===== config.mk =====
export PLATFORM = sky130hd
export DESIGN_NAME = bram_sdp
export DESIGN_NICKNAME = d
export VERILOG_FILES = /design/src/hw/bram_sdp.sv
export SDC_FILE = /design/constraint.sdc
export NUM_CORES = 2
export LEC_CHECK = 0
export ABC_CLOCK_PERIOD_IN_PS = 3380
export BUFFER_PORTS_ARGS = -buffer_cell sky130_fd_sc_hd__buf_2
export CAP_MARGIN = 20
export CORE_MARGIN = 3
export CORE_UTILIZATION = 45
export DETAILED_ROUTE_END_ITERATION = 8
export GPL_ROUTABILITY_DRIVEN = 1
export SYNTH_ARGS = -nofsm -noshare
export SYNTH_HDL_FRONTEND = slang
export SYNTH_SLANG_ARGS = --single-unit
export TNS_END_PERCENT = 5

===== constraint.sdc =====
create_clock -name clk -period 3.38 [get_ports clk]
set_input_delay 0.169 -clock clk [delete_from_list [all_inputs] [get_ports clk]]
set_output_delay 0.169 -clock clk [all_outputs]
set_load 0.01 [all_outputs]

===== src/hw/bram_sdp.sv =====
// ~~~~~~~~~~~~~~~~~~~~~~~~~~~~~~~~~~~~~~~~~~~~~~~~~~~~~~~~~~~~~~~~~~~~~~~~~~~
// Simple dual-port block RAM, one write and one registered read port.
// Contents start at zero.
// ~~~~~~~~~~~~~~~~~~~~~~~~~~~~~~~~~~~~~~~~~~~~~~~~~~~~~~~~~~~~~~~~~~~~~~~~~~~

module bram_sdp #(
    parameter int WIDTH = 8,     // data bits per word
    parameter int DEPTH = 256    // number of words
) (
    input  wire logic                     clk,
    input  wire logic                     we,
    input  wire logic [$clog2(DEPTH)-1:0] addr_write,
    input  wire logic [$clog2(DEPTH)-1:0] addr_read,
    input  wire logic [WIDTH-1:0]         data_in,
    output      logic [WIDTH-1:0]         data_out
);

    logic [WIDTH-1:0] memory [DEPTH];

    // blank contents for simulation
    initial begin
        for (int i = 0; i < DEPTH; i++) begin
            memory[i] = '0;
        end
    end

    always_ff @(posedge clk) begin
        if (we) begin
            memory[addr_write] <= data_in;
        end
    end

    // read data appears one cycle after the address
    always_ff @(posedge clk) begin
        data_out <= memory[addr_read];
    end

endmodule


## Yosys cells after proc, flatten, opt, wreduce, memory -nomap -nowiden

Memory sizes are Yosys's and may differ from the RTL's. A register that Yosys moved wholly into a read port is not among the register bits.
Cells that the tools add are included.
Widths: inputs -> output; s select.

- Bits in registers: 0
- RAM bits: 2048
- Logic and storage cells: 3
- Memories kept: 1

- Muxes and demuxes: 2

Memories:

| name | depth | width | read ports | clocked after Yosys merged registers in | write ports | RTL line | source |
|---|---|---|---|---|---|---|---|
| memory | 256 | 8 | 1 | 1 | 1 | 18 | `logic [WIDTH-1:0] memory [DEPTH];` |

Operators by type and width:

| cell | number |
|---|---|
| $mux 1 | 2 |

## Logic depth before layout (Yosys ltp)

- Word-level depth: 2
- Depth in mapped cells: 11
- Mapped depth without buffers: 6

## Worst setup path before layout

No wires, ideal clock.

- Kind: input to register
- From: input port addr_read[0]
- To: register data_out[2], read port of memory
- Data arrival time: 1976 ps
- Data required time: 3249 ps
- Slack: 1273 ps
- Stages on the path: 9
- Cells stage by stage: buf_6 buf_12 buf_8 buf_2 mux4_2 a22oi_1 a21oi_1 nor4_1 nor4_2

RTL lines:

| what | RTL line | source |
|---|---|---|
| start: declaration | 13 | `input wire logic [$clog2(DEPTH)-1:0] addr_read,` |
| end: declaration | 15 | `output logic [WIDTH-1:0] data_out` |

==> impl_metrics.csv <==
group,metric,value,unit
clocking,cts_made_buffers,205,
clocking,cts_root_buf,"clkbuf_16",
synthesis,synth_edf_count,2048,
routing,ant_nets,0,
layout,syn2layout_area_growth,14.41,%
global_routing,antenna_found_initial,14,
pwr,power.share.clock,0.419,
pwr,internal_power,41.61,mW
routing,wl_per_cell,30.33,microns
global_routing,gr-total-overflow,0,
routing,routed_wl,200.0,mm
timing,setup_viol,0,
critical_path,critPathLaunchType,"flip-flop",
timing,setup_tns,0,ns
pwr,total_power,53.04,mW
routing,vias,39526,
die,initial_core_util,0.4552,
routing,vias_per_cell,5.992,
worst_hold_path,min_path_type,"in -> reg",
critical_path,criticalPathCategory,"reg -> reg",
global_routing,grt_pass1_wl,289.0,mm
clocking,cts_tree,"done",
timing,min_period,2.763,ns
placement,placed_cells,6203,
critical_path,cp_data_required_time,4.11,ns
critical_path,worstPathArrival,3.49,ns
timing,hold_violations,0,
pwr,power_frac_seq,0.531,
layout,drive_gt1_frac,0.2674,
timing,fin_ws,0.6170,ns
critical_path,cp-end-kind,"flip-flop",
die,die_area,181900,sq um
layout,fillerInstances,13557,
clocking,clk_latency,0.85,ns
routing,drc,0,
synthesis,ys_ff_latch,2056,
clocking,clock-sinks,2056,
timing,slew_viol_final,0,
synthesis,synth_cell_types,55,
timing,tightest_slew,1.122,ns
placement,dpl_cell_area,84340,sq um
layout,stdcell_area,91020,sq um
synthesis,syn_nets,3759,
placement,place_congestion,0.8452,
layout,layout.cells.non_filler,6596,
routing,dr.pass1.iters,6,
clocking,clockBufferDepth,3,
synthesis,synthCells,3733,
synthesis,synth_flop_cell,"edfxtp_1",
pwr,power_density,582.7,nW/um^2
die,fp.dieW,426.5,microns
layout,nets,4121,
pwr,leakage,28.58,nW
die,chipHeight,426.5,microns
pwr,power.switching,11.43,mW
timing,hold_ws,0.07411,ns
global_routing,grt_pass1_vias,39536,
pwr,ir_drop,0.0005113,V
routing,drtIter0Drc,4818,
layout,postLayoutCoreUtil,0.5208,
timing,clock_skew,0.05316,ns
pwr,pwr-share-comb,0.051,
placement,dp_slack,-0.001356,ns
synthesis,synth_area_per_cell,21.31,sq um
global_routing,grt_max_degree,132,
timing,fmax,361.9,MHz
die,ios,34,
critical_path,cp_max_fo,1,
timing,finalCritPeriodShare,0.8174,
synthesis,ys_warn_count,0,
synthesis,synth_async_sr_flop_share,0,
synthesis,netlist_area,79560,sq um
clocking,htreeDepth,4,
die,design.core.area,174800,sq um
pwr,swShare,0.2155,
global_routing,track_usage,0.2217,
synthesis,synth-seq-area-share,0.7750,
die,rows,153,
placement,dp_hpwl,126.1,mm
clocking,clk_pin_slew,0.06,ns
status,status,"finished clean",
timing,rsz0062_at_grt,"no",
job,cap_violations,0,
timing,relSlewSlack,0.2518,
placement,io_buffers,33,
clocking,cts_resized,0,
==> layout make-up <==
| type | count | area, sq um | share of cell area |
|---|---|---|---|
| multi-input combinational | 1442 | 16500 | 0.1813 |
| clock inverter | 139 | 1270 | 0.01395 |
| antenna | 8 | 20.02 | 0.0002199 |
| timing repair buffer | 388 | 3361 | 0.03692 |
| sequential | 2056 | 61660 | 0.6774 |
| inverter | 2 | 7.507 | 0.00008248 |
| tap | 2325 | 2909 | 0.03196 |
| clock buffer | 236 | 5289 | 0.05811 |
==> critical path, stage by stage, from the launching register on <==
cell and delay (ns):
edfxtp_1 0.38, mux4_2 0.46, a22o_1 0.24, a221oi_1 0.55, o221ai_1 0.30, a211oi_1 0.50, buf_4 0.20, nor4_1 0.04
==> power by group through the flow <==
stage | clock network, mW | logic, mW | registers, mW
finish | 22.2 | 2.69 | 28.1
global route | 23.6 | 2.84 | 28.1
CTS | 22.5 | 2.71 | 28.1
detailed placement | 0 | 2.70 | 28.7
global placement | 0 | 2.67 | 28.7
floorplan | 0 | 1.37 | 28.7
==> cells in the final DEF, fill, tap and decap left out, types with 24 or more instances in the layout <==
cell          n
a21oi_1      96
a22oi_1     133
buf_12       32
buf_4       315
clkbuf_1     29
clkbuf_16   207
clkinv_1     62
clkinv_2     40
edfxtp_1   2048
mux2i_1     134
mux4_2      454
nand2_1      33
nand3_1      31
nor2_1      279
nor2b_1      28
nor4_1       24
o221ai_1     46
o22ai_1      28
==> sequential cells by signal, indices dropped and copies added, names as in the netlist <==
name / flops
data_out: 8
memory: 2048
==> cell usage after synthesis, drive strengths merged, types with 22 or more instances <==
cell	count	area, sq um
edfxtp	2048	61500
a22oi	133	998.5
nor3	22	110.1
mux2i	134	1341
clkbuf	111	416.7
nand2	33	123.9
mux4	456	10280
nor2	282	1059
o221ai	47	417.9
nor2b	31	193.9
a21oi	96	480.5
nand3	34	170.2
o22ai	28	175.2
nor4	27	187.7
buf	122	1032
==> routing by layer <==
layer | up-vias | wire [microns] | global-route usage
met2 | 1608 | 95950 | 0.3461
met4 | 4 | 4428 | 0.05758
met1 | 21180 | 84600 | 0.3237
li1 | 16461 | - | -
met5 | - | 21 | 0
met3 | 273 | 15050 | 0.04168
==> timing repair <==
| item | in CTS | in global routing |
|---|---|---|
| endpoints found under the hold margin | 663 | 0 |
| hold buffers | 10 | 0 |
| buffers inserted | 0 | 0 |
==> path summary, 6_finish.rpt <==
check / from / end / slack [ns] / cells past startpoint
max: memory[24][5] / data_out[5] / 0.62 / 7
max reg2reg: memory[24][5] / data_out[5] / 0.62 / 7
min: we / memory[216][0] / 0.07 / 4
min reg2reg: memory[60][4] / data_out[4] / 1.08 / 7
==> cell families (layout without fill, tap and decap cells) <==
family | Yosys count | in the layout | share of synthesized area
flops | 2056 | 2056 | 0.7750
mux | 591 | 591 | 0.1462
simple gates | 466 | 466 | 0.02628
compound gates | 385 | 385 | 0.03419
buf+inv | 235 | 765 | 0.01831
other cells | 0 | 8 | 0
(Power assumes the default switching activity.)
