File: src/include/fb_defs.svh
// ~~~~~~~~~~~~~~~~~~~~~~~~~~~~~~~~~~~~~~~~~~~~~~~~~~~~~~~~~~~~~~~~~~~~~~~~~~~
// Display timing and framebuffer geometry for the mono drawing subsystem.
// Include wherever these sizes are needed.
// ~~~~~~~~~~~~~~~~~~~~~~~~~~~~~~~~~~~~~~~~~~~~~~~~~~~~~~~~~~~~~~~~~~~~~~~~~~~

`ifndef FB_DEFS_SVH
`define FB_DEFS_SVH

// signed screen coordinate width (bits)
`define CORDW 16

// 640x480 active area
`define H_RES 640
`define V_RES 480

// horizontal blanking, in pixels
`define H_FP   16
`define H_SYNC 96
`define H_BP   48

// vertical blanking, in lines
`define V_FP   10
`define V_SYNC 2
`define V_BP   33

// framebuffer is a quarter of the screen in each direction
`define FB_WIDTH  160
`define FB_HEIGHT 120
`define FB_PIXELS 19200

`endif
File: src/hw/fb_pkg.sv
// ~~~~~~~~~~~~~~~~~~~~~~~~~~~~~~~~~~~~~~~~~~~~~~~~~~~~~~~~~~~~~~~~~~~~~~~~~~~
// Shared types for the mono framebuffer design, referenced by scoped name.
// ~~~~~~~~~~~~~~~~~~~~~~~~~~~~~~~~~~~~~~~~~~~~~~~~~~~~~~~~~~~~~~~~~~~~~~~~~~~

`include "fb_defs.svh"

package fb_pkg;

    typedef logic signed [`CORDW-1:0] coord_t;   // screen position, negative in blanking
    typedef logic [$clog2(`FB_PIXELS)-1:0] fb_addr_t;
    typedef logic [0:0] fb_colr_t;               // one bit per pixel
    typedef logic [7:0] chan_t;                  // SDL colour channel

    // border drawing sequence
    typedef enum logic [2:0] {
        IDLE,
        ARMED,    // waiting for frame start
        TOP,
        RIGHT,
        LEFT,
        BOTTOM
    } draw_state_e;

endpackage

File: src/hw/display_if.sv
// ~~~~~~~~~~~~~~~~~~~~~~~~~~~~~~~~~~~~~~~~~~~~~~~~~~~~~~~~~~~~~~~~~~~~~~~~~~~
// Screen position and sync bundle from the timing generator to its users.
// ~~~~~~~~~~~~~~~~~~~~~~~~~~~~~~~~~~~~~~~~~~~~~~~~~~~~~~~~~~~~~~~~~~~~~~~~~~~

interface display_if;

    fb_pkg::coord_t sx;     // horizontal position
    fb_pkg::coord_t sy;     // vertical position
    logic de;               // data enable, low in blanking
    logic frame;            // one cycle at start of frame
    logic hsync;            // active low
    logic vsync;            // active low

    // timing generator side
    modport src (
        output sx, sy, de, frame, hsync, vsync
    );

    // consumers of the timing
    modport snk (
        input sx, sy, de, frame, hsync, vsync
    );

endinterface

File: src/hw/fb_box_drawer.sv
// ~~~~~~~~~~~~~~~~~~~~~~~~~~~~~~~~~~~~~~~~~~~~~~~~~~~~~~~~~~~~~~~~~~~~~~~~~~~
// Draws a one-pixel border round the framebuffer edge. A draw_req arms the
// engine and the border is written at the next frame start, one pixel a cycle.
// ~~~~~~~~~~~~~~~~~~~~~~~~~~~~~~~~~~~~~~~~~~~~~~~~~~~~~~~~~~~~~~~~~~~~~~~~~~~

`include "fb_defs.svh"

module fb_box_drawer (
    input  wire logic         clk_pix,
    input  wire logic         rst_pix,
    display_if.snk            disp,
    input  wire logic         draw_req,
    output logic              busy,
    output logic              fb_we,
    output fb_pkg::fb_addr_t  fb_addr_write,
    output fb_pkg::fb_colr_t  fb_colr_write
);

    localparam int CNTW = $clog2(`FB_WIDTH);  // wide enough for the longer edge

    localparam logic [CNTW-1:0] ROW_LAST = CNTW'(`FB_WIDTH - 1);
    localparam logic [CNTW-1:0] COL_LAST = CNTW'(`FB_HEIGHT - 1);
    localparam fb_pkg::fb_addr_t ROW_STEP = fb_pkg::fb_addr_t'(`FB_WIDTH);

    fb_pkg::draw_state_e state;
    logic [CNTW-1:0] cnt_draw;  // pixels done on current edge

    always_ff @(posedge clk_pix) begin
        if (rst_pix) begin
            state <= fb_pkg::IDLE;
            fb_we <= 1'b0;
        end else begin
            case (state)
                fb_pkg::IDLE:
                    if (draw_req) state <= fb_pkg::ARMED;
                fb_pkg::ARMED:
                    if (disp.frame) begin  // start drawing in vertical blanking
                        fb_we         <= 1'b1;
                        fb_addr_write <= '0;
                        cnt_draw      <= '0;
                        state         <= fb_pkg::TOP;
                    end
                fb_pkg::TOP:
                    if (cnt_draw < ROW_LAST) begin
                        fb_addr_write <= fb_addr_write + fb_pkg::fb_addr_t'(1);
                        cnt_draw      <= cnt_draw + 1'b1;
                    end else begin
                        cnt_draw <= '0;  // right edge starts at top-right corner
                        state    <= fb_pkg::RIGHT;
                    end
                fb_pkg::RIGHT:
                    if (cnt_draw < COL_LAST) begin
                        fb_addr_write <= fb_addr_write + ROW_STEP;
                        cnt_draw      <= cnt_draw + 1'b1;
                    end else begin
                        fb_addr_write <= '0;
                        cnt_draw      <= '0;
                        state         <= fb_pkg::LEFT;
                    end
                fb_pkg::LEFT:
                    if (cnt_draw < COL_LAST) begin
                        fb_addr_write <= fb_addr_write + ROW_STEP;
                        cnt_draw      <= cnt_draw + 1'b1;
                    end else begin
                        cnt_draw <= '0;  // bottom edge from bottom-left corner
                        state    <= fb_pkg::BOTTOM;
                    end
                fb_pkg::BOTTOM:
                    if (cnt_draw < ROW_LAST) begin
                        fb_addr_write <= fb_addr_write + fb_pkg::fb_addr_t'(1);
                        cnt_draw      <= cnt_draw + 1'b1;
                    end else begin
                        fb_we <= 1'b0;
                        state <= fb_pkg::IDLE;
                    end
                default: begin
                    fb_we <= 1'b0;
                    state <= fb_pkg::IDLE;
                end
            endcase
        end
    end

    // requests are only taken in IDLE
    assign busy = (state != fb_pkg::IDLE);

    assign fb_colr_write = fb_pkg::fb_colr_t'(1);  // border is always lit

endmodule

File: src/flat_wrapper.sv
// flat-port wrapper written by rule: the top's interface ports become plain ports
module fb_box_drawer_flat 
  (clk_pix, rst_pix, draw_req, busy, fb_we, fb_addr_write, fb_colr_write, disp_sx, disp_sy, disp_de, disp_frame, disp_hsync, disp_vsync);
  display_if disp_i ();
  input  wire logic clk_pix;
  input  wire logic rst_pix;
  input  wire logic draw_req;
  output logic busy;
  output logic fb_we;
  output fb_pkg::fb_addr_t fb_addr_write;
  output fb_pkg::fb_colr_t fb_colr_write;
  input wire logic [$bits(disp_i.sx)-1:0] disp_sx;
  input wire logic [$bits(disp_i.sy)-1:0] disp_sy;
  input wire logic [$bits(disp_i.de)-1:0] disp_de;
  input wire logic [$bits(disp_i.frame)-1:0] disp_frame;
  input wire logic [$bits(disp_i.hsync)-1:0] disp_hsync;
  input wire logic [$bits(disp_i.vsync)-1:0] disp_vsync;
  assign disp_i.sx = disp_sx;
  assign disp_i.sy = disp_sy;
  assign disp_i.de = disp_de;
  assign disp_i.frame = disp_frame;
  assign disp_i.hsync = disp_hsync;
  assign disp_i.vsync = disp_vsync;
  fb_box_drawer u_core (.clk_pix(clk_pix), .rst_pix(rst_pix), .disp(disp_i), .draw_req(draw_req), .busy(busy), .fb_we(fb_we), .fb_addr_write(fb_addr_write), .fb_colr_write(fb_colr_write));
endmodule
File: config.mk
export PLATFORM = sky130hd
export DESIGN_NAME = fb_box_drawer_flat
export DESIGN_NICKNAME = d
export VERILOG_FILES = /design/src/hw/fb_pkg.sv /design/src/hw/display_if.sv /design/src/hw/fb_box_drawer.sv /design/src/flat_wrapper.sv
export VERILOG_INCLUDE_DIRS = /design/src /design/src/include
export SDC_FILE = /design/constraint.sdc
export NUM_CORES = 1
export LEC_CHECK = 0
export ABC_AREA = 1
export BUFFER_PORTS_ARGS = -buffer_cell sky130_fd_sc_hd__clkbuf_2
export CELL_PAD_IN_SITES_DETAIL_PLACEMENT = 1
export CELL_PAD_IN_SITES_GLOBAL_PLACEMENT = 1
export CORE_ASPECT_RATIO = 2
export CORE_MARGIN = 2
export CORE_UTILIZATION = 39
export DETAILED_ROUTE_END_ITERATION = 16
export PLACE_DENSITY = 0.87
export SLEW_MARGIN = 30
export SYNTH_ARGS = -nofsm -noshare
export SYNTH_HDL_FRONTEND = slang
export SYNTH_SLANG_ARGS = --single-unit
File: constraint.sdc
create_clock -name clk_pix -period 7.3 [get_ports clk_pix]
set_input_delay 0.73 -clock clk_pix [delete_from_list [all_inputs] [get_ports clk_pix]]
set_output_delay 0.73 -clock clk_pix [all_outputs]
set_load 0.05 [all_outputs]
# Word-level counts from Yosys, hierarchy flattened

Index checks and enable logic that the tools add are counted.

Memory bits (read-only): 0
Bits in latches: 0
RAM bits: 0
Bits of input ports: 39
Memories: 0
Bits in registers: 27
Output and inout port bits: 18
Logic and storage cells: 56

$mul: 0
$add $sub $neg: 3
Bitwise gates (word level): 2
Muxes and demuxes: 20
Eq/ne operators: 14
Magnitude comparators: 2
Reduce and logical (&&, ||, !) cells: 11
Div/mod/pow operators: 0
Shifts and indexed selects: 0

Operator list:

| kind                    | count |
|---|---|
| $mux W15                | 4 |
| $pmux W15 S4            | 1 |
| $mux W8                 | 4 |
| $pmux W8 S4             | 1 |
| $mux W3                 | 6 |
| $pmux W3 S6             | 1 |
| $add A15 B1 Y15 const B | 1 |
| $add A15 B8 Y15 const B | 1 |
| $ne A2 B2 Y1 const B    | 6 |
| $add A8 B1 Y8 const B   | 1 |
| $lt A8 B7 Y1 const B    | 1 |
| $lt A8 B8 Y1 const B    | 1 |
| $reduce_bool A4 Y1      | 2 |
| $eq A3 B2 Y1 const B    | 2 |
| $eq A3 B3 Y1 const B    | 2 |
| $ne A2 B1 Y1 const B    | 3 |
| $reduce_and A6 Y1       | 1 |
| $reduce_and A5 Y1       | 1 |
| $reduce_and A4 Y1       | 1 |
| $reduce_or A2 Y1        | 2 |
| $reduce_or A4 Y1        | 1 |
| $eq A3 B1 Y1 const B    | 1 |
| $logic_not A3 Y1        | 1 |
| $pmux W1 S3             | 1 |
| other kinds (4)         | 6 |

# Longest topological paths before layout

Word-level depth: 4
Mapped depth: 11
Depth with buffers taken out: 11

# Least setup slack after synthesis

OpenSTA, ideal clock, no wires.

Path type: reg-to-reg
Start: register u_core.cnt_draw[0]
End: register u_core.fb_addr_write[10] (enable)
Clock period less this slack: 2,461 ps
Arrival: 2,058 ps
Stages on the path, launching flop included: 9
Slack: 4,839 ps
Path buffers: 0
Cells stage by stage: edfxtp_1 -> ha_1 -> nand2_1 -> nand2_1 -> nand2_1 -> nand2_1 -> nand3_1 -> o21ai_1 -> nor4_1

Cells in the longest elaborated chain, start to end: 3
Elaborated cells on any way between the ends: 5
Those cells by class: 2 x order compare; 2 x eq/ne; 1 x reduce/logical

Ends and longest elaborated chain:

| element                                      | line                                                          | text |
|---|---|---|
| from (decl)                                  | fb_box_drawer.sv:26                                           | `logic [CNTW-1:0] cnt_draw;` |
| from (signal assigned)                       | fb_box_drawer.sv:46                                           | `cnt_draw <= cnt_draw + 1'b1;` |
| from (signal assigned)                       | fb_box_drawer.sv:54                                           | `cnt_draw <= cnt_draw + 1'b1;` |
| from (signal assigned)                       | fb_box_drawer.sv:63                                           | `cnt_draw <= cnt_draw + 1'b1;` |
| $lt A8 B7 Y1 or $lt A8 B8 Y1 (tied branches) | fb_box_drawer.sv:61, fb_box_drawer.sv:44, fb_box_drawer.sv:69 |  |
| $ne A2 B1 Y1 (no line)                       | --                                                            |  |
| $reduce_and A5 Y1 (no line) *                | --                                                            |  |
| to (signal assigned)                         | fb_box_drawer.sv:53                                           | `fb_addr_write <= fb_addr_write + ROW_STEP;` |
| to (signal assigned)                         | fb_box_drawer.sv:62                                           | `fb_addr_write <= fb_addr_write + ROW_STEP;` |
| to (signal assigned)                         | fb_box_drawer.sv:70                                           | `fb_addr_write <= fb_addr_write + fb_pkg::fb_addr_t'(1);` |
| to (decl)                                    | fb_box_drawer.sv:15                                           | `output fb_pkg::fb_addr_t fb_addr_write,` |

Mark *: on every way between the ends. The rest lies on a longest branch, timed or not.
A chain may end at the register's enable or synchronous reset.

# Final worst setup path

Start: register u_core.state[1]
End: output port busy

Cells in the longest elaborated chain, start to end: 1

Ends and longest elaborated chain:

| element                | line                | text |
|---|---|---|
| from (decl)            | fb_box_drawer.sv:25 | `fb_pkg::draw_state_e state;` |
| from (signal assigned) | fb_box_drawer.sv:30 | `state <= fb_pkg::IDLE;` |
| from (signal assigned) | fb_box_drawer.sv:35 | `if (draw_req) state <= fb_pkg::ARMED;` |
| from (signal assigned) | fb_box_drawer.sv:41 | `state <= fb_pkg::TOP;` |
| $reduce_bool A3 Y1     | fb_box_drawer.sv:85 | `assign busy = (state != fb_pkg::IDLE);` |
| to (decl)              | flat_wrapper.sv:8   | `output logic busy;` |

No other way between the ends.

==> impl_results.md <==
* RR Startpoint: u_core.state[1]
* Slew Limit Fails at 0
* Share of layout cells above drive strength 1 at 20.90%
* RD Place Congestion at 0.7453
* # diodes at 0
* Vias post-DR at 1555
* Routed WL at 4271 µm
* Sw frac at 53.35%
* CP Data Required Time at 6570 ps
* WS Path Type: flop to primary output
* Total grt overflow at 0
* Peak VDD IR at 0.2013 mV
* Comb pwr share at 55.6%
* Post-DP HPWL at 3480 µm
* Relative slew margins at 51.67%
* Worst-Skew Late Latency at 280 ps
* Crit path DAT at 1470 ps
* Vias per cell at 5.218
* CP top delay family: flip-flops
* First-pass GRT wire length at 7389 µm
* Critical Path Source: u_core.state[1]
* Post-synth net total at 264
* Hold WC Path Type: flop to flop
* Asr flop ratio synth at 0%
* Detailed router's first-iteration violation count at 20
* IO buf count at 20
* Top-area cell type share of the netlist area at 38.63%
* H-tree depth at 1
* Leakage Power at 0.8547 nW
* Post-Syn Instances at 222
* GRT Resource Usage Total at 18.74%
* Chip height at 99.76 µm
* Post-synth top area cell: edfxtp_1
* TritonCTS clock tree: done
* Area of the die at 5175 µm²
* Design area at 1994 µm²
* CP max FO at 9
* Core footprint at 4382 µm²
* Status: complete, no violations
* Post-synth EDFFs at 23
* Maximum clock frequency at 455.5 MHz
* Clock Sinks at 27
* Post-Route Setup TNS at 0 ps
* Ys flop type: edfxtp_1
* CTS Buf Count at 3
* #FFs+latches synth at 27
* Number of global-route vias before repair at 1717
* RSZ-0062 raised after global routing: false
* Dominant cells by area after synthesis: edfxtp_1 (39%), nand2_1 (7.8%), nor2_1 (6.5%)
* Netlist Area Pre-Place at 1788 µm²
* Final setup vio count at 0
* Clk buf depth at 2
* # fillers at 562
* Clock share of power at 9.5%
* Max-cap violations at 0
* Cell Chain, Critical Path: nor3_1 > inv_1 > clkbuf_2
* CTS root buf: clkbuf_8
* Top Ports at 57
* Total chip power at 943.7 µW
* Setup bufs post-CTS at 0
* Pin count of the biggest net entering global routing at 17
* Tcrit/Tclk final at 30.08%
* Starting Density at 40.81%
* Clock slew at reported path FFs at 90 ps
* Area after DPL at 1946 µm²
* Hold Vio Cnt, Final at 0
* Slowest cell delay on critical path at 450 ps
* Drt drc at 0
* Tmin final at 2195 ps
* Worst-Margin Slew at 719.4 ps
* Most common cell after layout, fill and taps aside: nand2_1
* Seq/Total Area, Yosys at 43.11%
* Drt pass-1 iters at 4
* Psw at 503.4 µW
* Post-synth cell types at 36
* Synthesis-to-finish area growth at 11.55%
* Initial antenna violation count at 0
* Routed Antenna Nets at 0
* Worst hold start: u_core.fb_we
* Buf/Inv on CP at 2
* # resized after CTS at 0
* Pint at 440.2 µW
* Synth warn at 0
* PwrDens at 473.1 nW/µm²
* Post-layout net count at 287
* Sequential Area at 770.7 µm²
* Slowest CP cell: dfxtp_1
* Setup Skew at 4.593 ps
* Most frequent cells in the layout: nand2_1 (37), nor2_1 (31), inv_1 (27)
* CTS Hold Bufs at 0
* Multi-input gate area at 883.3 µm²
* Die X at 51.88 µm
* CP endpoint kind: primary output
* Reg power frac at 34.8%
* Avg WL per Cell at 14.33 µm
* Avg Synthesized Cell Area at 8.054 µm²
* Rows at 34
* Startpoint types: flop
## metrics by stage
step                      setup WS, ps  cells  utilization [%]  hold WS [ps]
after floorplan                   4839    222                -         536.8
after global placement            5164    294            44.40         447.5
after detailed placement          5150    294            44.40         462.8
after CTS                         5083    298            45.52         477.3
after global routing              4932    298            45.52         502.4
final                             5105    298            45.52         467.4
## layout make-up
| class | instances | share of cell area (%) |
|---|---|---|
| sequential | 27 | 38.64 |
| clock inverter | 1 | 0.3764 |
| clock buffer | 3 | 2.070 |
| timing repair buffer | 21 | 5.395 |
| inverter | 31 | 5.834 |
| multi-input combinational | 161 | 44.29 |
| tap | 54 | 3.388 |
## flip-flops by register name (all words and copies together) (netlist names)
signal,cells
u_core.fb_we,1
u_core.cnt_draw,8
u_core.fb_addr_write,15
u_core.state,3
## worst min-delay path, stage by stage (launching register included)
cell	delay (ps)
dfxtp_1	320
nand2_1	60
a21oi_1	50
## worst paths after layout
kind / end / slack, ps / depth (start not counted)
worst max-delay path: busy / 5100 / 3
worst min-delay path: u_core.fb_we / 470 / 2
worst max register to register: u_core.fb_addr_write[2] / 5140 / 6
worst min register to register: u_core.fb_we / 470 / 2
## Yosys cell counts, types with 5 or more instances
master     n
nor2_1    31
o21ai_0   10
a21oi_1    8
xor2_1     9
nand2_2    6
edfxtp_1  23
nand2_1   37
nand3_1   15
nor3_1     8
inv_1     27
o22ai_1    5
## cell families (layout without fill, tap and decap cells)
logic type	after synthesis	in the layout	synth area share (%)
AND/OR/NAND/NOR	112	112	30.23
AO/OA/AOI/OAI	34	34	11.13
buffers and inverters	34	56	7.837
flip-flops	27	27	43.11
XOR/XNOR	11	11	5.389
adder cells (fa/ha/maj)	3	3	2.100
other	1	1	0.2097
## power by group through the flow
stage / clock, mW / sequential, mW / combinational [mW]
final: 0.0898 / 0.329 / 0.525
after CTS: 0.0926 / 0.329 / 0.534
after global placement: 0 / 0.328 / 0.516
after detailed placement: 0 / 0.333 / 0.531
after global routing: 0.0995 / 0.339 / 0.586
after floorplan: 0 / 0.412 / 0.321
## routing by layer
layer,vias up,GRT usage [%],routed length [µm]
met5,-,0,0
met4,0,7.692,97
met3,7,1.802,80
met2,21,38.85,2630
met1,745,16.62,1462
li1,782,-,-
(Power assumes the default switching activity.)
