$ cat config.mk
export PLATFORM = sky130hd
export DESIGN_NAME = display_480p_flat
export DESIGN_NICKNAME = d
export VERILOG_FILES = /design/src/hw/fb_pkg.sv /design/src/hw/display_if.sv /design/src/hw/display_480p.sv /design/src/flat_wrapper.sv
export VERILOG_INCLUDE_DIRS = /design/src /design/src/include
export SDC_FILE = /design/constraint.sdc
export NUM_CORES = 1
export LEC_CHECK = 0
export BUFFER_PORTS_ARGS = -buffer_cell sky130_fd_sc_hd__clkbuf_2
export CORE_ASPECT_RATIO = 1.5
export CORE_MARGIN = 5
export CORE_UTILIZATION = 25
export CTS_BUF_LIST = sky130_fd_sc_hd__clkbuf_4 sky130_fd_sc_hd__clkbuf_8 sky130_fd_sc_hd__clkbuf_16
export DETAILED_ROUTE_END_ITERATION = 16
export GPL_TIMING_DRIVEN = 0
export SLEW_MARGIN = 20
export SYNTH_ARGS = -nofsm -noshare
export SYNTH_HDL_FRONTEND = slang
export SYNTH_SLANG_ARGS = --single-unit
$ cat constraint.sdc
create_clock -name clk_pix -period 4.3 [get_ports clk_pix]
set_input_delay 0.645 -clock clk_pix [delete_from_list [all_inputs] [get_ports clk_pix]]
set_output_delay 0.645 -clock clk_pix [all_outputs]
set_load 0.005 [all_outputs]
$ cat src/include/fb_defs.svh
// ~~~~~~~~~~~~~~~~~~~~~~~~~~~~~~~~~~~~~~~~~~~~~~~~~~~~~~~~~~~~~~~~~~~~~~~~~~~
// Display timing and framebuffer geometry for the mono drawing subsystem.
// Include wherever these sizes are needed.
// ~~~~~~~~~~~~~~~~~~~~~~~~~~~~~~~~~~~~~~~~~~~~~~~~~~~~~~~~~~~~~~~~~~~~~~~~~~~

`ifndef FB_DEFS_SVH
`define FB_DEFS_SVH

// signed screen coordinate width (bits)
`define CORDW 16

// 640x480 active area
`define H_RES 640
`define V_RES 480

// horizontal blanking, in pixels
`define H_FP   16
`define H_SYNC 96
`define H_BP   48

// vertical blanking, in lines
`define V_FP   10
`define V_SYNC 2
`define V_BP   33

// framebuffer is a quarter of the screen in each direction
`define FB_WIDTH  160
`define FB_HEIGHT 120
`define FB_PIXELS 19200

`endif
$ cat src/hw/fb_pkg.sv
// ~~~~~~~~~~~~~~~~~~~~~~~~~~~~~~~~~~~~~~~~~~~~~~~~~~~~~~~~~~~~~~~~~~~~~~~~~~~
// Shared types for the mono framebuffer design, referenced by scoped name.
// ~~~~~~~~~~~~~~~~~~~~~~~~~~~~~~~~~~~~~~~~~~~~~~~~~~~~~~~~~~~~~~~~~~~~~~~~~~~

`include "fb_defs.svh"

package fb_pkg;

    typedef logic signed [`CORDW-1:0] coord_t;   // screen position, negative in blanking
    typedef logic [$clog2(`FB_PIXELS)-1:0] fb_addr_t;
    typedef logic [0:0] fb_colr_t;               // one bit per pixel
    typedef logic [7:0] chan_t;                  // SDL colour channel

    // border drawing sequence
    typedef enum logic [2:0] {
        IDLE,
        ARMED,    // waiting for frame start
        TOP,
        RIGHT,
        LEFT,
        BOTTOM
    } draw_state_e;

endpackage

$ cat src/hw/display_if.sv
// ~~~~~~~~~~~~~~~~~~~~~~~~~~~~~~~~~~~~~~~~~~~~~~~~~~~~~~~~~~~~~~~~~~~~~~~~~~~
// Screen position and sync bundle from the timing generator to its users.
// ~~~~~~~~~~~~~~~~~~~~~~~~~~~~~~~~~~~~~~~~~~~~~~~~~~~~~~~~~~~~~~~~~~~~~~~~~~~

interface display_if;

    fb_pkg::coord_t sx;     // horizontal position
    fb_pkg::coord_t sy;     // vertical position
    logic de;               // data enable, low in blanking
    logic frame;            // one cycle at start of frame
    logic hsync;            // active low
    logic vsync;            // active low

    // timing generator side
    modport src (
        output sx, sy, de, frame, hsync, vsync
    );

    // consumers of the timing
    modport snk (
        input sx, sy, de, frame, hsync, vsync
    );

endinterface

$ cat src/hw/display_480p.sv
// ~~~~~~~~~~~~~~~~~~~~~~~~~~~~~~~~~~~~~~~~~~~~~~~~~~~~~~~~~~~~~~~~~~~~~~~~~~~
// 640x480 display timing. Coordinates start in blanking so the active
// area is at sx, sy >= 0; drives the display interface source side.
// ~~~~~~~~~~~~~~~~~~~~~~~~~~~~~~~~~~~~~~~~~~~~~~~~~~~~~~~~~~~~~~~~~~~~~~~~~~~

`include "fb_defs.svh"

module display_480p (
    input  wire logic clk_pix,
    input  wire logic rst_pix,
    display_if.src    disp
);

    // horizontal positions
    localparam fb_pkg::coord_t H_STA  = 0 - `H_FP - `H_SYNC - `H_BP;  // -160
    localparam fb_pkg::coord_t HS_STA = H_STA + `H_FP;
    localparam fb_pkg::coord_t HS_END = HS_STA + `H_SYNC;
    localparam fb_pkg::coord_t HA_END = `H_RES - 1;

    // vertical positions
    localparam fb_pkg::coord_t V_STA  = 0 - `V_FP - `V_SYNC - `V_BP;  // -45
    localparam fb_pkg::coord_t VS_STA = V_STA + `V_FP;
    localparam fb_pkg::coord_t VS_END = VS_STA + `V_SYNC;
    localparam fb_pkg::coord_t VA_END = `V_RES - 1;

    fb_pkg::coord_t x;  // free running position, one cycle ahead of sx
    fb_pkg::coord_t y;

    // position counters
    always_ff @(posedge clk_pix) begin
        if (rst_pix) begin
            x <= H_STA;
            y <= V_STA;
        end else if (x == HA_END) begin  // end of line
            x <= H_STA;
            if (y == VA_END) begin
                y <= V_STA;
            end else begin
                y <= y + fb_pkg::coord_t'(1);
            end
        end else begin
            x <= x + fb_pkg::coord_t'(1);
        end
    end

    // registered outputs, all aligned with sx and sy
    always_ff @(posedge clk_pix) begin
        if (rst_pix) begin
            disp.sx    <= H_STA;
            disp.sy    <= V_STA;
            disp.de    <= 1'b0;
            disp.frame <= 1'b0;
            disp.hsync <= 1'b1;
            disp.vsync <= 1'b1;
        end else begin
            disp.sx    <= x;
            disp.sy    <= y;
            disp.de    <= (x >= 0 && y >= 0);
            disp.frame <= (x == H_STA && y == V_STA);
            disp.hsync <= ~(x >= HS_STA && x < HS_END);  // negative polarity
            disp.vsync <= ~(y >= VS_STA && y < VS_END);
        end
    end

endmodule

$ cat src/flat_wrapper.sv
// flat-port wrapper written by rule: the top's interface ports become plain ports
module display_480p_flat 
  (clk_pix, rst_pix, disp_sx, disp_sy, disp_de, disp_frame, disp_hsync, disp_vsync);
  display_if disp_i ();
  input  wire logic clk_pix;
  input  wire logic rst_pix;
  output wire logic [$bits(disp_i.sx)-1:0] disp_sx;
  output wire logic [$bits(disp_i.sy)-1:0] disp_sy;
  output wire logic [$bits(disp_i.de)-1:0] disp_de;
  output wire logic [$bits(disp_i.frame)-1:0] disp_frame;
  output wire logic [$bits(disp_i.hsync)-1:0] disp_hsync;
  output wire logic [$bits(disp_i.vsync)-1:0] disp_vsync;
  assign disp_sx = disp_i.sx;
  assign disp_sy = disp_i.sy;
  assign disp_de = disp_i.de;
  assign disp_frame = disp_i.frame;
  assign disp_hsync = disp_i.hsync;
  assign disp_vsync = disp_i.vsync;
  display_480p u_core (.clk_pix(clk_pix), .rst_pix(rst_pix), .disp(disp_i));
endmodule
-- Word level (Yosys, flattened, before mapping)
Cells that the tools add are included.
Widths: inputs -> output; s select.
- add/subtract/negate cells: 2
- magnitude comparators: 6
- eq/ne operators: 4
- muxes and demuxes: 1
- bitwise logic cells: 2
- reductions and logical operators: 5
- operators by type and width (kind ; count):
    $add 16x2->16 const B ; 2
    $ge 16x1->1 const B ; 2
    $lt 16x7->1 const B ; 2
    $eq 16x10->1 const B ; 1
    $eq 16x11->1 const B ; 1
    $eq 16x7->1 const B ; 1
    $eq 16x9->1 const B ; 1
    $ge 16x7->1 const B ; 1
    $ge 16x9->1 const B ; 1
    $mux 16 ; 1
    $logic_and 1x1->1 ; 4
    $not 1->1 ; 2
    $reduce_or 2->1 ; 1
- register bits after elaboration: 68
- output and inout port bits: 36
- word-level logic and storage cells: 28

-- Depth between registers and ports, before layout
Gate-level depths: netlist of run 1.
- word-level depth: 3
- mapped depth: 7
- gate-level depth less buffers: 5

-- Least setup slack after synthesis of run 1
No wires, ideal clock.
- path kind: reg-to-reg
- start: register u_core.x[0]
- end: register u_core.y[10]
- data arrival time: 1.638 ns
- setup slack: 2.531 ns
- cell stages (with the launch flop): 8
- period minus slack after synthesis: 1.769 ns
- cell sequence: dfxtp_1 ha_1 and3_2 buf_4 and4_1 a31oi_1 clkbuf_8 nand3_1
- word-level cells in the longest chain between the ends: 1
- ends and longest elaborated chain (element ; line ; source):
    start: declaration ; display_480p.sv:26 ; fb_pkg::coord_t x;
    start signal: assignment ; display_480p.sv:42 ; x <= x + fb_pkg::coord_t'(1);
    $eq 16x11->1 ; display_480p.sv:34 ; end else if (x == HA_END) begin
    end signal: assignment ; display_480p.sv:39 ; y <= y + fb_pkg::coord_t'(1);
    end: declaration ; display_480p.sv:27 ; fb_pkg::coord_t y;
No other way between the ends.
A chain may end at the register's enable or synchronous reset.

-- Worst setup path in the final report of run 1
- start: register u_core.x[0]
- end: register u_core.y[9]
The elaborated chain is that of the path after synthesis.

==> results.md, run 1 <==
* Run status: completed
* R2r worst-path depth at 7
* Crit path DAT at 2.27 ns
* Synth Cell Area at 2690 um^2
* Sw Ratio at 0.206
* Initial antenna violation count at 0
* Setup TNS at 0 ns
* Routability Congestion at 0.836
* Final Instance Area at about 3300 um^2
* Row count at 46
* Clock latency on the worst-skew pair at 0.33 ns
* Largest net degree at the start of global routing at 13
* Syn avg cell area at 9.54 um^2
* I/O pin count at 38
* First-pass GRT wire length at 10500 um
* Root Driver: clkbuf_16
* Area of placed instances at 3060 um^2
* Comb power frac at 0.020
* Worst-path fanout max at 10
* Post-synthesis register bit count at 68
* Reg-to-Reg End: u_core.y[9]$_SDFFE_PP1N_
* Critical Path Max Stage Delay at 0.38 ns
* Clock Path Buffers at 2
* DR vias/cell at 4.60
* Final period util at 0.479
* Starting density of the core at 0.254
* Sequential share of the synthesized area at 0.506
* Die area at approximately 13000 um^2
* Overflow after GRT at 0
* Slowest-stage cell, CP: a31oi_1
* Vias in the first global route at around 2100
* Share of cells above drive strength 1 at 0.254
* Clk pwr share at 0.515
* Netlist cell types at 40
* Lkg Pwr at 1.31 nW
* Post-CTS setup buffers at 0
* CP Cell Sequence: ha_1 > and3_2 > buf_4 > and4_1 > a31oi_1 > clkbuf_8 > nand3_1
* Flop pwr share at 0.465
* RSZ-0062 raised after global routing: false
* DR iter-0 viols at 223
* Worst slew margin at 0.655
* Port Buffers at 37
* HP Start: u_core.x[0]$_SDFF_PP0_
* Slew @ Worst Pin at 0.518 ns
* Overall Global Routing Usage at 0.108
* Synth Instances at around 280
* Dominant synthesized flop cell: dfxtp_1
* Syn nets at 289
* Die W at 94.7 um
* Final min period at 2.06 ns
* Post-cts sizing count at 0
* Diodes inserted at 0
* WHS Path Cells at 1
* Area of the core at 10600 um^2
* Number of nets with antenna violations after routing at 0
* Max-cap violations at 0
* YS warnings at 0
* Nets@finish at around 340
* Area delta synth->final at 24.5%
* Required time worst endpoint at 4.51 ns
* Final setup vio count at 0
* Fmax at 486 MHz
* Psw at approximately 0.28 mW
* Power density over the cells at around 410 nW/um^2
* Worst path bufs/invs at 2
* Post-synth EDFFs at 0
* CP delay by family, top: simple AND/OR/NAND/NOR gates
* Fin. max-slew vios at 0
* Vias at 2205
* Die Ht at 137 um
* CTS Buf Count at 9
* Dpl hpwl at 4700 um
* Drt total wl at 6340 um
* Hold_buf cts at 0
* Asr flop ratio synth at 0
* FF-to-FF Start: u_core.x[0]$_SDFF_PP0_
* Drc violations at 0
* Register-to-register setup slack at 2.24 ns
* CP Class: flip-flop to flip-flop
* Worst IR Drop VDD at between 0.1 and 0.15 mV
* Final Hold Fails at 0
* Initial DRT Pass Iterations at 4
* Hold crit path type: flip-flop to flip-flop
* Cell internal pwr at 1.09 mW
* DR WL/cell at about 13 um
* Startpoint types: flip-flop
* Hold endpoint: u_core.x[0]$_SDFF_PP0_
* CTS tree: built
* Crit end category: flip-flop
* # clock sinks at 68
* Clock slew at reported path FFs at 0.06 ns
* H-tree Lvls at 3
* Setup Skew at 0.00850 ns
-- synth_stat cells (5+ instances only) --
library cell	instances	area [um^2]
nand3_1	28	140
inv_1	10	37.5
o31ai_1	7	52.6
nor3_1	5	25.0
nor2_1	12	45.0
or2_2	18	113
nand2_1	19	71.3
nor2b_1	7	43.8
o21ai_0	9	45.0
xor2_1	8	70.1
nand4_1	13	81.3
and3_1	5	31.3
and4_1	5	43.8
or3_1	6	37.5
ha_1	5	62.6
or4_1	8	60.1
dfxtp_1	68	1360
-- worst register-to-register path: cells and delay by family (launching register included) --
family / cells / cell delay (ns)
buf+inv: 2 / 0.45
fa+ha+maj: 1 / 0.23
simple gates: 3 / 0.54
flops: 1 / 0.34
compound gates: 1 / 0.38
-- worst max-delay path by stage --
| stage | from | end | slack [ns] | cells past startpoint |
|---|---|---|---|---|
| after floorplan | u_core.x[0]$_SDFF_PP0_ | u_core.y[10]$_SDFFE_PP1N_ | 2.53 | 7 |
| after detailed placement | u_core.x[0]$_SDFF_PP0_ | u_core.y[9]$_SDFFE_PP1N_ | 2.19 | 7 |
| after global placement | u_core.x[0]$_SDFF_PP0_ | u_core.y[10]$_SDFFE_PP1N_ | 2.20 | 7 |
| after CTS | u_core.x[0]$_SDFF_PP0_ | u_core.y[9]$_SDFFE_PP1N_ | 2.19 | 7 |
| final | u_core.x[0]$_SDFF_PP0_ | u_core.y[9]$_SDFFE_PP1N_ | 2.24 | 7 |
| after global routing | u_core.x[0]$_SDFF_PP0_ | u_core.y[9]$_SDFFE_PP1N_ | 2.13 | 7 |
-- cell families (layout without fill, tap and decap cells) --
logic type / after synthesis / count (layout) / synth area share
adder cells (fa/ha/maj): 5 / 5 / 0.0232
XOR/XNOR: 10 / 10 / 0.0325
AND/OR/NAND/NOR: 147 / 147 / 0.326
AO/OA/AOI/OAI: 30 / 30 / 0.0730
buffers and inverters: 22 / 75 / 0.0390
flip-flops: 68 / 68 / 0.506
-- power groups by stage --
stage	logic (mW)	registers, mW	clock network (mW)
6_report	0.0275	0.638	0.707
5_1_grt	0.0313	0.639	0.763
4_1_cts	0.0284	0.638	0.729
3_5_place_dp	0.0283	0.652	0
3_3_place_gp	0.0279	0.652	0
2_1_floorplan	0.0162	0.652	0
-- metal layers --
metal	wire, um	global-route usage
met3	316	0.0336
met1	2490	0.115
met2	3320	0.179
met4	210	0.0762
met5	0	0
-- cell usage in the layout (no fill, tap or decap), drive strengths merged, types with 4 or more instances in the layout --
| cell type | synthesis | routed |
|---|---|---|
| and2 | 4 | 4 |
| and3 | 8 | 8 |
| and4 | 5 | 5 |
| buf | 6 | 6 |
| clkbuf | 5 | 51 |
| clkinv | 1 | 7 |
| dfxtp | 68 | 68 |
| ha | 5 | 5 |
| inv | 10 | 10 |
| nand2 | 19 | 19 |
| nand3 | 28 | 28 |
| nand4 | 14 | 14 |
| nor2 | 12 | 12 |
| nor2b | 7 | 7 |
| nor3 | 5 | 5 |
| nor4 | 4 | 4 |
| o21ai | 9 | 9 |
| o31ai | 7 | 7 |
| or2 | 18 | 18 |
| or3 | 6 | 6 |
| or4 | 8 | 8 |
| xor2 | 8 | 8 |
-- final cells by class --
class	count	area [um^2]
plain buffers	11	63.8
clock buffers	9	225
clock inverters	7	67.6
fillers	1126	7240
inverters	11	41.3
multi-input cells	192	1220
flip-flops and latches	68	1360
well taps	144	180
repair buffers	37	185
-- flip-flops by register name, summed over array words and instances (netlist names) --
signal and count:
u_core.x 16, u_core.disp.hsync 1, u_core.disp.sx 16, u_core.disp.sy 16
u_core.y 16, u_core.disp.vsync 1, u_core.disp.de 1, u_core.disp.frame 1
-- stage by stage --
step	util	total power [mW]	std cells	worst slack, ns	hold slack, ns
final	0.316	1.37	479	2.24	0.477
after detailed placement	0.289	0.680	463	2.19	0.472
after floorplan	-	0.668	282	2.53	0.438
after global routing	0.316	1.43	479	2.13	0.512
after global placement	0.289	0.680	463	2.20	0.460
after CTS	0.316	1.40	479	2.19	0.483
(Power assumes the default switching activity.)
==> inputs of run 2 (changes only) <==
Settings changed: ABC_AREA from default to 1.
Clock period 4.3 ns to 1.73 ns, I/O delays scaled along.
==> run 2 against run 1 <==
Non-clock buffer count shrank 3. Combinational power up 140%. Count of clock-buffer cells in the layout increased by 1. Synthesized area increased by 4.6%. Sequential share of layout area decreased by 2.5 points. Via count is 15% higher. Hold slack got worse by 0.29 ns. Critical path type unchanged. Highest routed layer unchanged.
==> results.md, run 2 <==
* Register area at 1360 um^2
* Initial DRT Pass Iterations at 4
* Hold WS at 0.183 ns
* Initial antenna violation count at 0
* Share of cells above drive strength 1 at 0.191
* Slowest-stage cell, CP: dfxtp_1
* Syn nets at ~380
* Worst-path fanout max at 10
* Hold_buf cts at 0
* CP delay by family, top: simple AND/OR/NAND/NOR gates
* DR WL/cell at 12.1 um
* Clock Path Buffers at 2
* Required time worst endpoint at 1.92 ns
* Post-layout util at 0.323
* Fin. max-slew vios at 0
* Post-Place Worst Slack at 0.0110 ns
* Vias in the first global route at 2587
* CP Cell Sequence: ha_1 > nand2_2 > nor2_4 > nand3_2 > nor2_4 > buf_6 > nand2_1 > nand2_1 > nand3_1
* Starting density of the core at 0.255
* Syn avg cell area at 7.52 um^2
* Dpl hpwl at approximately 5300 um
* Area delta synth->final at 26.7%
* Commonest non-fill, non-tap cells in the layout: nand2_1, dfxtp_1, nor2_1, nand3_1, inv_1
* Drt total wl at between 6000 and 7000 um
* First-pass GRT wire length at 11900 um
* Die W at a little under 100 um
* Diodes inserted at 0
* H-tree Lvls at 3
* Worst path bufs/invs at 1
* Worst IR Drop VDD at 0.528 mV
* Die Ht at 140 um
* Synth Cell Area at 2810 um^2
* Sequential share of the synthesized area at 0.484
* Post-synthesis register bit count at 68
* Root Driver: clkbuf_16
* Startpoint types: flip-flop
* Worst slew margin at 0.640
* Final min period at 1.61 ns
* Critical Path Max Stage Delay at 0.39 ns
* Most area-hungry cell type in the Yosys netlist: dfxtp_1
* Max-cap violations at 0
* Clock slew at reported path FFs at about 0.050 ns
* Post-synth top cells: nand2_1, dfxtp_1, nor2_1
* Lkg Pwr at 1.69 nW
* # clock sinks at 68
* Final Instance Area at 3570 um^2
* Vias at roughly 2500
* I/O pin count at 38
* Fillers at approximately 1200
* Setup TNS at 0 ns
* Final Hold Fails at 0
* Synth Instances at 374
* Drc violations at 0
* Area of the core at 11100 um^2
* CTS Buf Count at 9
* CP Class: flip-flop to flip-flop
* Clock latency on the worst-skew pair at 0.33 ns
* Final Worst Setup Slack at 0.124 ns
* Fmax at between 600 and 700 MHz
* Final setup vio count at 0
* CTS tree: built
* Row count at between 40 and 50
* Nets@finish at 431
* DR vias/cell at between 4 and 5
* Number of nets with antenna violations after routing at 0
* Yosys top cell area share at 0.484
* Dominant synthesized flop cell: dfxtp_1
* Dominant cells by area after synthesis: dfxtp_1, nand2_1, nand3_1
* Hold crit path type: input port to flip-flop
* Slew @ Worst Pin at 0.540 ns
* Final period util at 0.928
* Most common cell after layout, fill and taps aside: nand2_1
* Setup Skew at 0.00671 ns
* Overall Global Routing Usage at 0.108
* Port Buffers at 37
* YS warnings at 0
* DR iter-0 viols at ~120
* Largest net degree at the start of global routing at 13
* Area of placed instances at 3180 um^2
* Netlist cell types at 26
* Asr flop ratio synth at 0
* Die area at 13500 um^2
* Routability Congestion at around 0.86
* Area of the multi-input gates at 1280 um^2
* Crit end category: flip-flop
* Top-count cell post-synth: nand2_1
* Run status: completed
* Power density over the cells at 1020 nW/um^2
* Crit path DAT at 1.80 ns
* Overflow after GRT at 0
* Post-synth EDFFs at 0
==> run 2: changes by cell type after synthesis, sizes merged, moves of 5 or more <==
cell,change
inv,+33
and3,-7
nor2,+41
or4,-8
or3,-6
or2,-16
o21ai,-8
nor2b,-7
nand2,+92
and4,-5
o31ai,-7
nand3,+16
==> run 2: stage by stage <==
stage / power (mW) / cells
final: 3.62 / 576
after global routing: 3.77 / 576
after CTS: 3.69 / 574
after detailed placement: 1.69 / 558
after global placement: 1.69 / 558
after floorplan: 1.66 / 374
==> run 2: power by group <==
part | switching, mW | leakage (nW) | internal (mW)
registers | 0.00950 | 0.551 | 1.58
clock network | 0.668 | 0.159 | 1.30
logic | 0.0471 | 0.983 | 0.0198
==> run 2: routing by layer <==
| metal | GRT usage | wire [um] | vias to the layer above |
|---|---|---|---|
| met5 | 0 | 0 | - |
| met4 | 0.0510 | 154 | 0 |
| met3 | 0.0328 | 336 | 14 |
| met2 | 0.201 | 3750 | 56 |
| met1 | 0.109 | 2730 | 1176 |
| li1 | - | - | 1290 |
==> run 2: worst register-to-register path, stage by stage, from the launching register on <==
cell	delay, ns
dfxtp_1	0.39
ha_1	0.24
nand2_2	0.09
nor2_4	0.13
nand3_2	0.10
nor2_4	0.18
buf_6	0.16
nand2_1	0.05
nand2_1	0.06
nand3_1	0.05
==> run 2: kinds of logic (layout without fill, tap and decap cells) <==
kind of cell	after synthesis	after routing	share of synthesized area
and+or+nand+nor	237	237	0.385
DFF	68	68	0.484
buffers and inverters	49	104	0.0707
xor gates and xnor gates	8	8	0.0249
AOI/OAI and AO/OA	7	7	0.0133
adders and majority gates	5	5	0.0222
==> run 2: what timing repair did <==
item	CTS	global route
setup buffers	0	2
setup endpoints to repair	1	15
pin swaps	1	1
resized for setup	0	7
==> run 2: worst paths after layout <==
| path | start | end | slack (ns) | cells after the start |
|---|---|---|---|---|
| max | u_core.x[0]$_SDFF_PP0_ | u_core.y[8]$_SDFFE_PP1N_ | 0.12 | 9 |
| min | rst_pix | u_core.disp.sy[2]$_SDFF_PP0_ | 0.18 | 2 |
| max reg2reg | u_core.x[0]$_SDFF_PP0_ | u_core.y[8]$_SDFFE_PP1N_ | 0.12 | 9 |
| min reg2reg | u_core.y[15]$_SDFFE_PP1N_ | u_core.y[15]$_SDFFE_PP1N_ | 0.46 | 2 |
==> run 2: final cells by class <==
type,instances,area share
flip-flops and latches,68,0.382
multi-input cells,257,0.360
clock buffers,10,0.0670
repair buffers,39,0.0596
well taps,147,0.0516
inverters,43,0.0453
clock inverters,6,0.0242
plain buffers,6,0.0105
==> inputs of run 3 (changes only) <==
Settings changed: CTS_BUF_LIST sky130_fd_sc_hd__clkbuf_4 sky130_fd_sc_hd__clkbuf_8 sky130_fd_sc_hd__clkbuf_16 to sky130_fd_sc_hd__clkbuf_4, REMOVE_ABC_BUFFERS from default to 1.
Clock period 1.73 ns to 2.1 ns, I/O delays scaled along.
==> run 3 against run 2 <==
Clock skew grew 0.018 ns. First-iteration DRC count up 46%. Clock power fell by 58%. Worst setup slack better by 0.22 ns. Non-clock buffer count is 8 lower. Register-to-register slack gained 0.22 ns. Combinational power down 24%. Flip-flop and latch count unchanged. Global-route usage fell by 0.84 points. Design area down 8.1%. Sequential share of layout area rose by 3.4 points. Critical path depth fell by 1.
==> results.md, run 3 (synthesized netlist as in run 2, its figures left out) <==
* Initial DRT Pass Iterations at 4
* Hold crit path type: input port to flip-flop
* Share of cells above drive strength 1 at 0.171
* Clock slew at reported path FFs at 0.11 ns
* Die area at 13500 um^2
* Die W at 96.6 um
* Dpl hpwl at 5000 um
* Port Buffers at 37
* Hold_buf cts at 0
* Sw Ratio at 0.231
* Required time worst endpoint at between 2 and 2.5 ns
* Final Instance Area at 3280 um^2
* Tot Pwr at 2.18 mW
* Clock Path Buffers at 2
* Drc violations at 0
* # clock sinks at 68
* Most common cell after layout, fill and taps aside: nand2_1
* Critical Path Max Stage Delay at approximately 0.42 ns
* Crit end category: flip-flop
* Cell internal pwr at between 1.5 and 2 mW
* Row count at 47
* Fillers at 1238
* DR WL/cell at 11.6 um
* Comb power frac at 0.023
* Starting density of the core at 0.255
* Overflow after GRT at 0
* Metal2 WL at 3680 um
* Vias at around 2400
* Final Hold Fails at 0
* Setup Skew at 0.0243 ns
* Worst path bufs/invs at 0
* Routability Congestion at approximately 0.82
* Power density over the cells at 666 nW/um^2
* Run status: completed
* Final setup vio count at 0
* Die Ht at approximately 140 um
* Initial antenna violation count at 0
* Nets@finish at 423
* Final min period at 1.76 ns
* Crit path DAT at ~2 ns
* Fin. max-slew vios at 0
* CP Cell Sequence: ha_1 > nand2_2 > nor2_4 > nand3_2 > nor2_4 > nand3_1 > nand2_1 > nand3_1
* CP delay by family, top: simple AND/OR/NAND/NOR gates
* Area delta synth->final at 16.4%
* Fmax at 569 MHz
* Vias in the first global route at 2310
* CTS tree: built
* Post-CTS setup buffers at 0
* DR iter-0 viols at 171
* RSZ-0062 raised after global routing: false
* Area of the core at 11100 um^2
* Max-cap violations at 0
* Root Driver: clkbuf_4
* Final period util at 0.836
* Slowest-stage cell, CP: dfxtp_1
* Area of placed instances at 3150 um^2
* Top sig layer: met4
* Clock latency on the worst-skew pair at approximately 0.42 ns
* First-pass GRT wire length at 10900 um
* Slew @ Worst Pin at 1.01 ns
* Worst slew margin at 0.327
* Worst-path fanout max at 19
* Wl on met1 at 2530 um
* Largest net degree at the start of global routing at 32
* CTS Buf Count at 9
* Number of nets with antenna violations after routing at 0
* Diodes inserted at 0
* Overall Global Routing Usage at 0.0997
* Flop pwr share at 0.599
* Psw at 0.503 mW
* Worst IR Drop VDD at 0.237 mV
* Lkg Pwr at approximately 1.6 nW
* CP Class: flip-flop to flip-flop
* Post-cts sizing count at 0
* Final Worst Setup Slack at around 0.34 ns
* Met3 WL post-DR at 277 um
* Clk pwr share at 0.378
* H-tree Lvls at 3
* Post-Place Worst Slack at 0.0516 ns
* Startpoint types: flip-flop
* DR vias/cell at 4.27
* Setup TNS at 0 ns
* Commonest non-fill, non-tap cells in the layout: nand2_1, dfxtp_1, nor2_1, nand3_1, inv_1
* Post-layout util at 0.296
* I/O pin count at 38
* Drt total wl at 6570 um
==> run 3: changes by cell type in the layout (fill, tap and decap cells not counted), moves of 2 or more <==
cell / change
nor2_1: +2
nor2_4: -2
clkbuf_4: +10
clkinv_1: +2
clkbuf_16: -9
nand3_2: -2
clkbuf_1: -4
buf_6: -2
nand3_1: +2
==> run 3: power by group through the flow <==
stage	Sequential [mW]	Clock, mW	Combinational [mW]
5_1_grt	1.31	0.912	0.0571
4_1_cts	1.31	0.856	0.0520
2_1_floorplan	1.33	0	0.0301
3_3_place_gp	1.33	0	0.0507
3_5_place_dp	1.34	0	0.0520
6_report	1.31	0.824	0.0507
==> run 3: path summary, 6_finish.rpt <==
kind | start | to | slack (ns) | cells after the start
max | u_core.x[0]$_SDFF_PP0_ | u_core.y[12]$_SDFFE_PP1N_ | 0.34 | 8
min | rst_pix | u_core.y[2]$_SDFFE_PP0N_ | 0.23 | 2
max reg2reg | u_core.x[0]$_SDFF_PP0_ | u_core.y[12]$_SDFFE_PP1N_ | 0.34 | 8
min reg2reg | u_core.y[15]$_SDFFE_PP1N_ | u_core.y[15]$_SDFFE_PP1N_ | 0.47 | 2
==> run 3: area by class of cell <==
class,count,area [um^2],area share
Inverter,43,161,0.0493
Timing Repair Buffer,37,185,0.0565
Clock inverter,6,55.1,0.0168
Clock buffer,10,75.1,0.0229
Multi-Input combinational cell,257,1250,0.383
Tap cell,147,184,0.0561
Sequential cell,68,1360,0.416
==> run 3: routing by layer <==
| metal | up-vias | global-route usage |
|---|---|---|
| li1 | 1267 | - |
| met1 | 1097 | 0.0988 |
| met2 | 56 | 0.187 |
| met3 | 7 | 0.0323 |
| met4 | 0 | 0.0451 |
| met5 | - | 0 |
==> run 3: per-stage QoR <==
step / std cells / hold WS (ns)
final: 568 / 0.225
after global routing: 568 / 0.190
after CTS: 568 / 0.188
after detailed placement: 552 / 0.453
after global placement: 552 / 0.446
after floorplan: 368 / 0.384
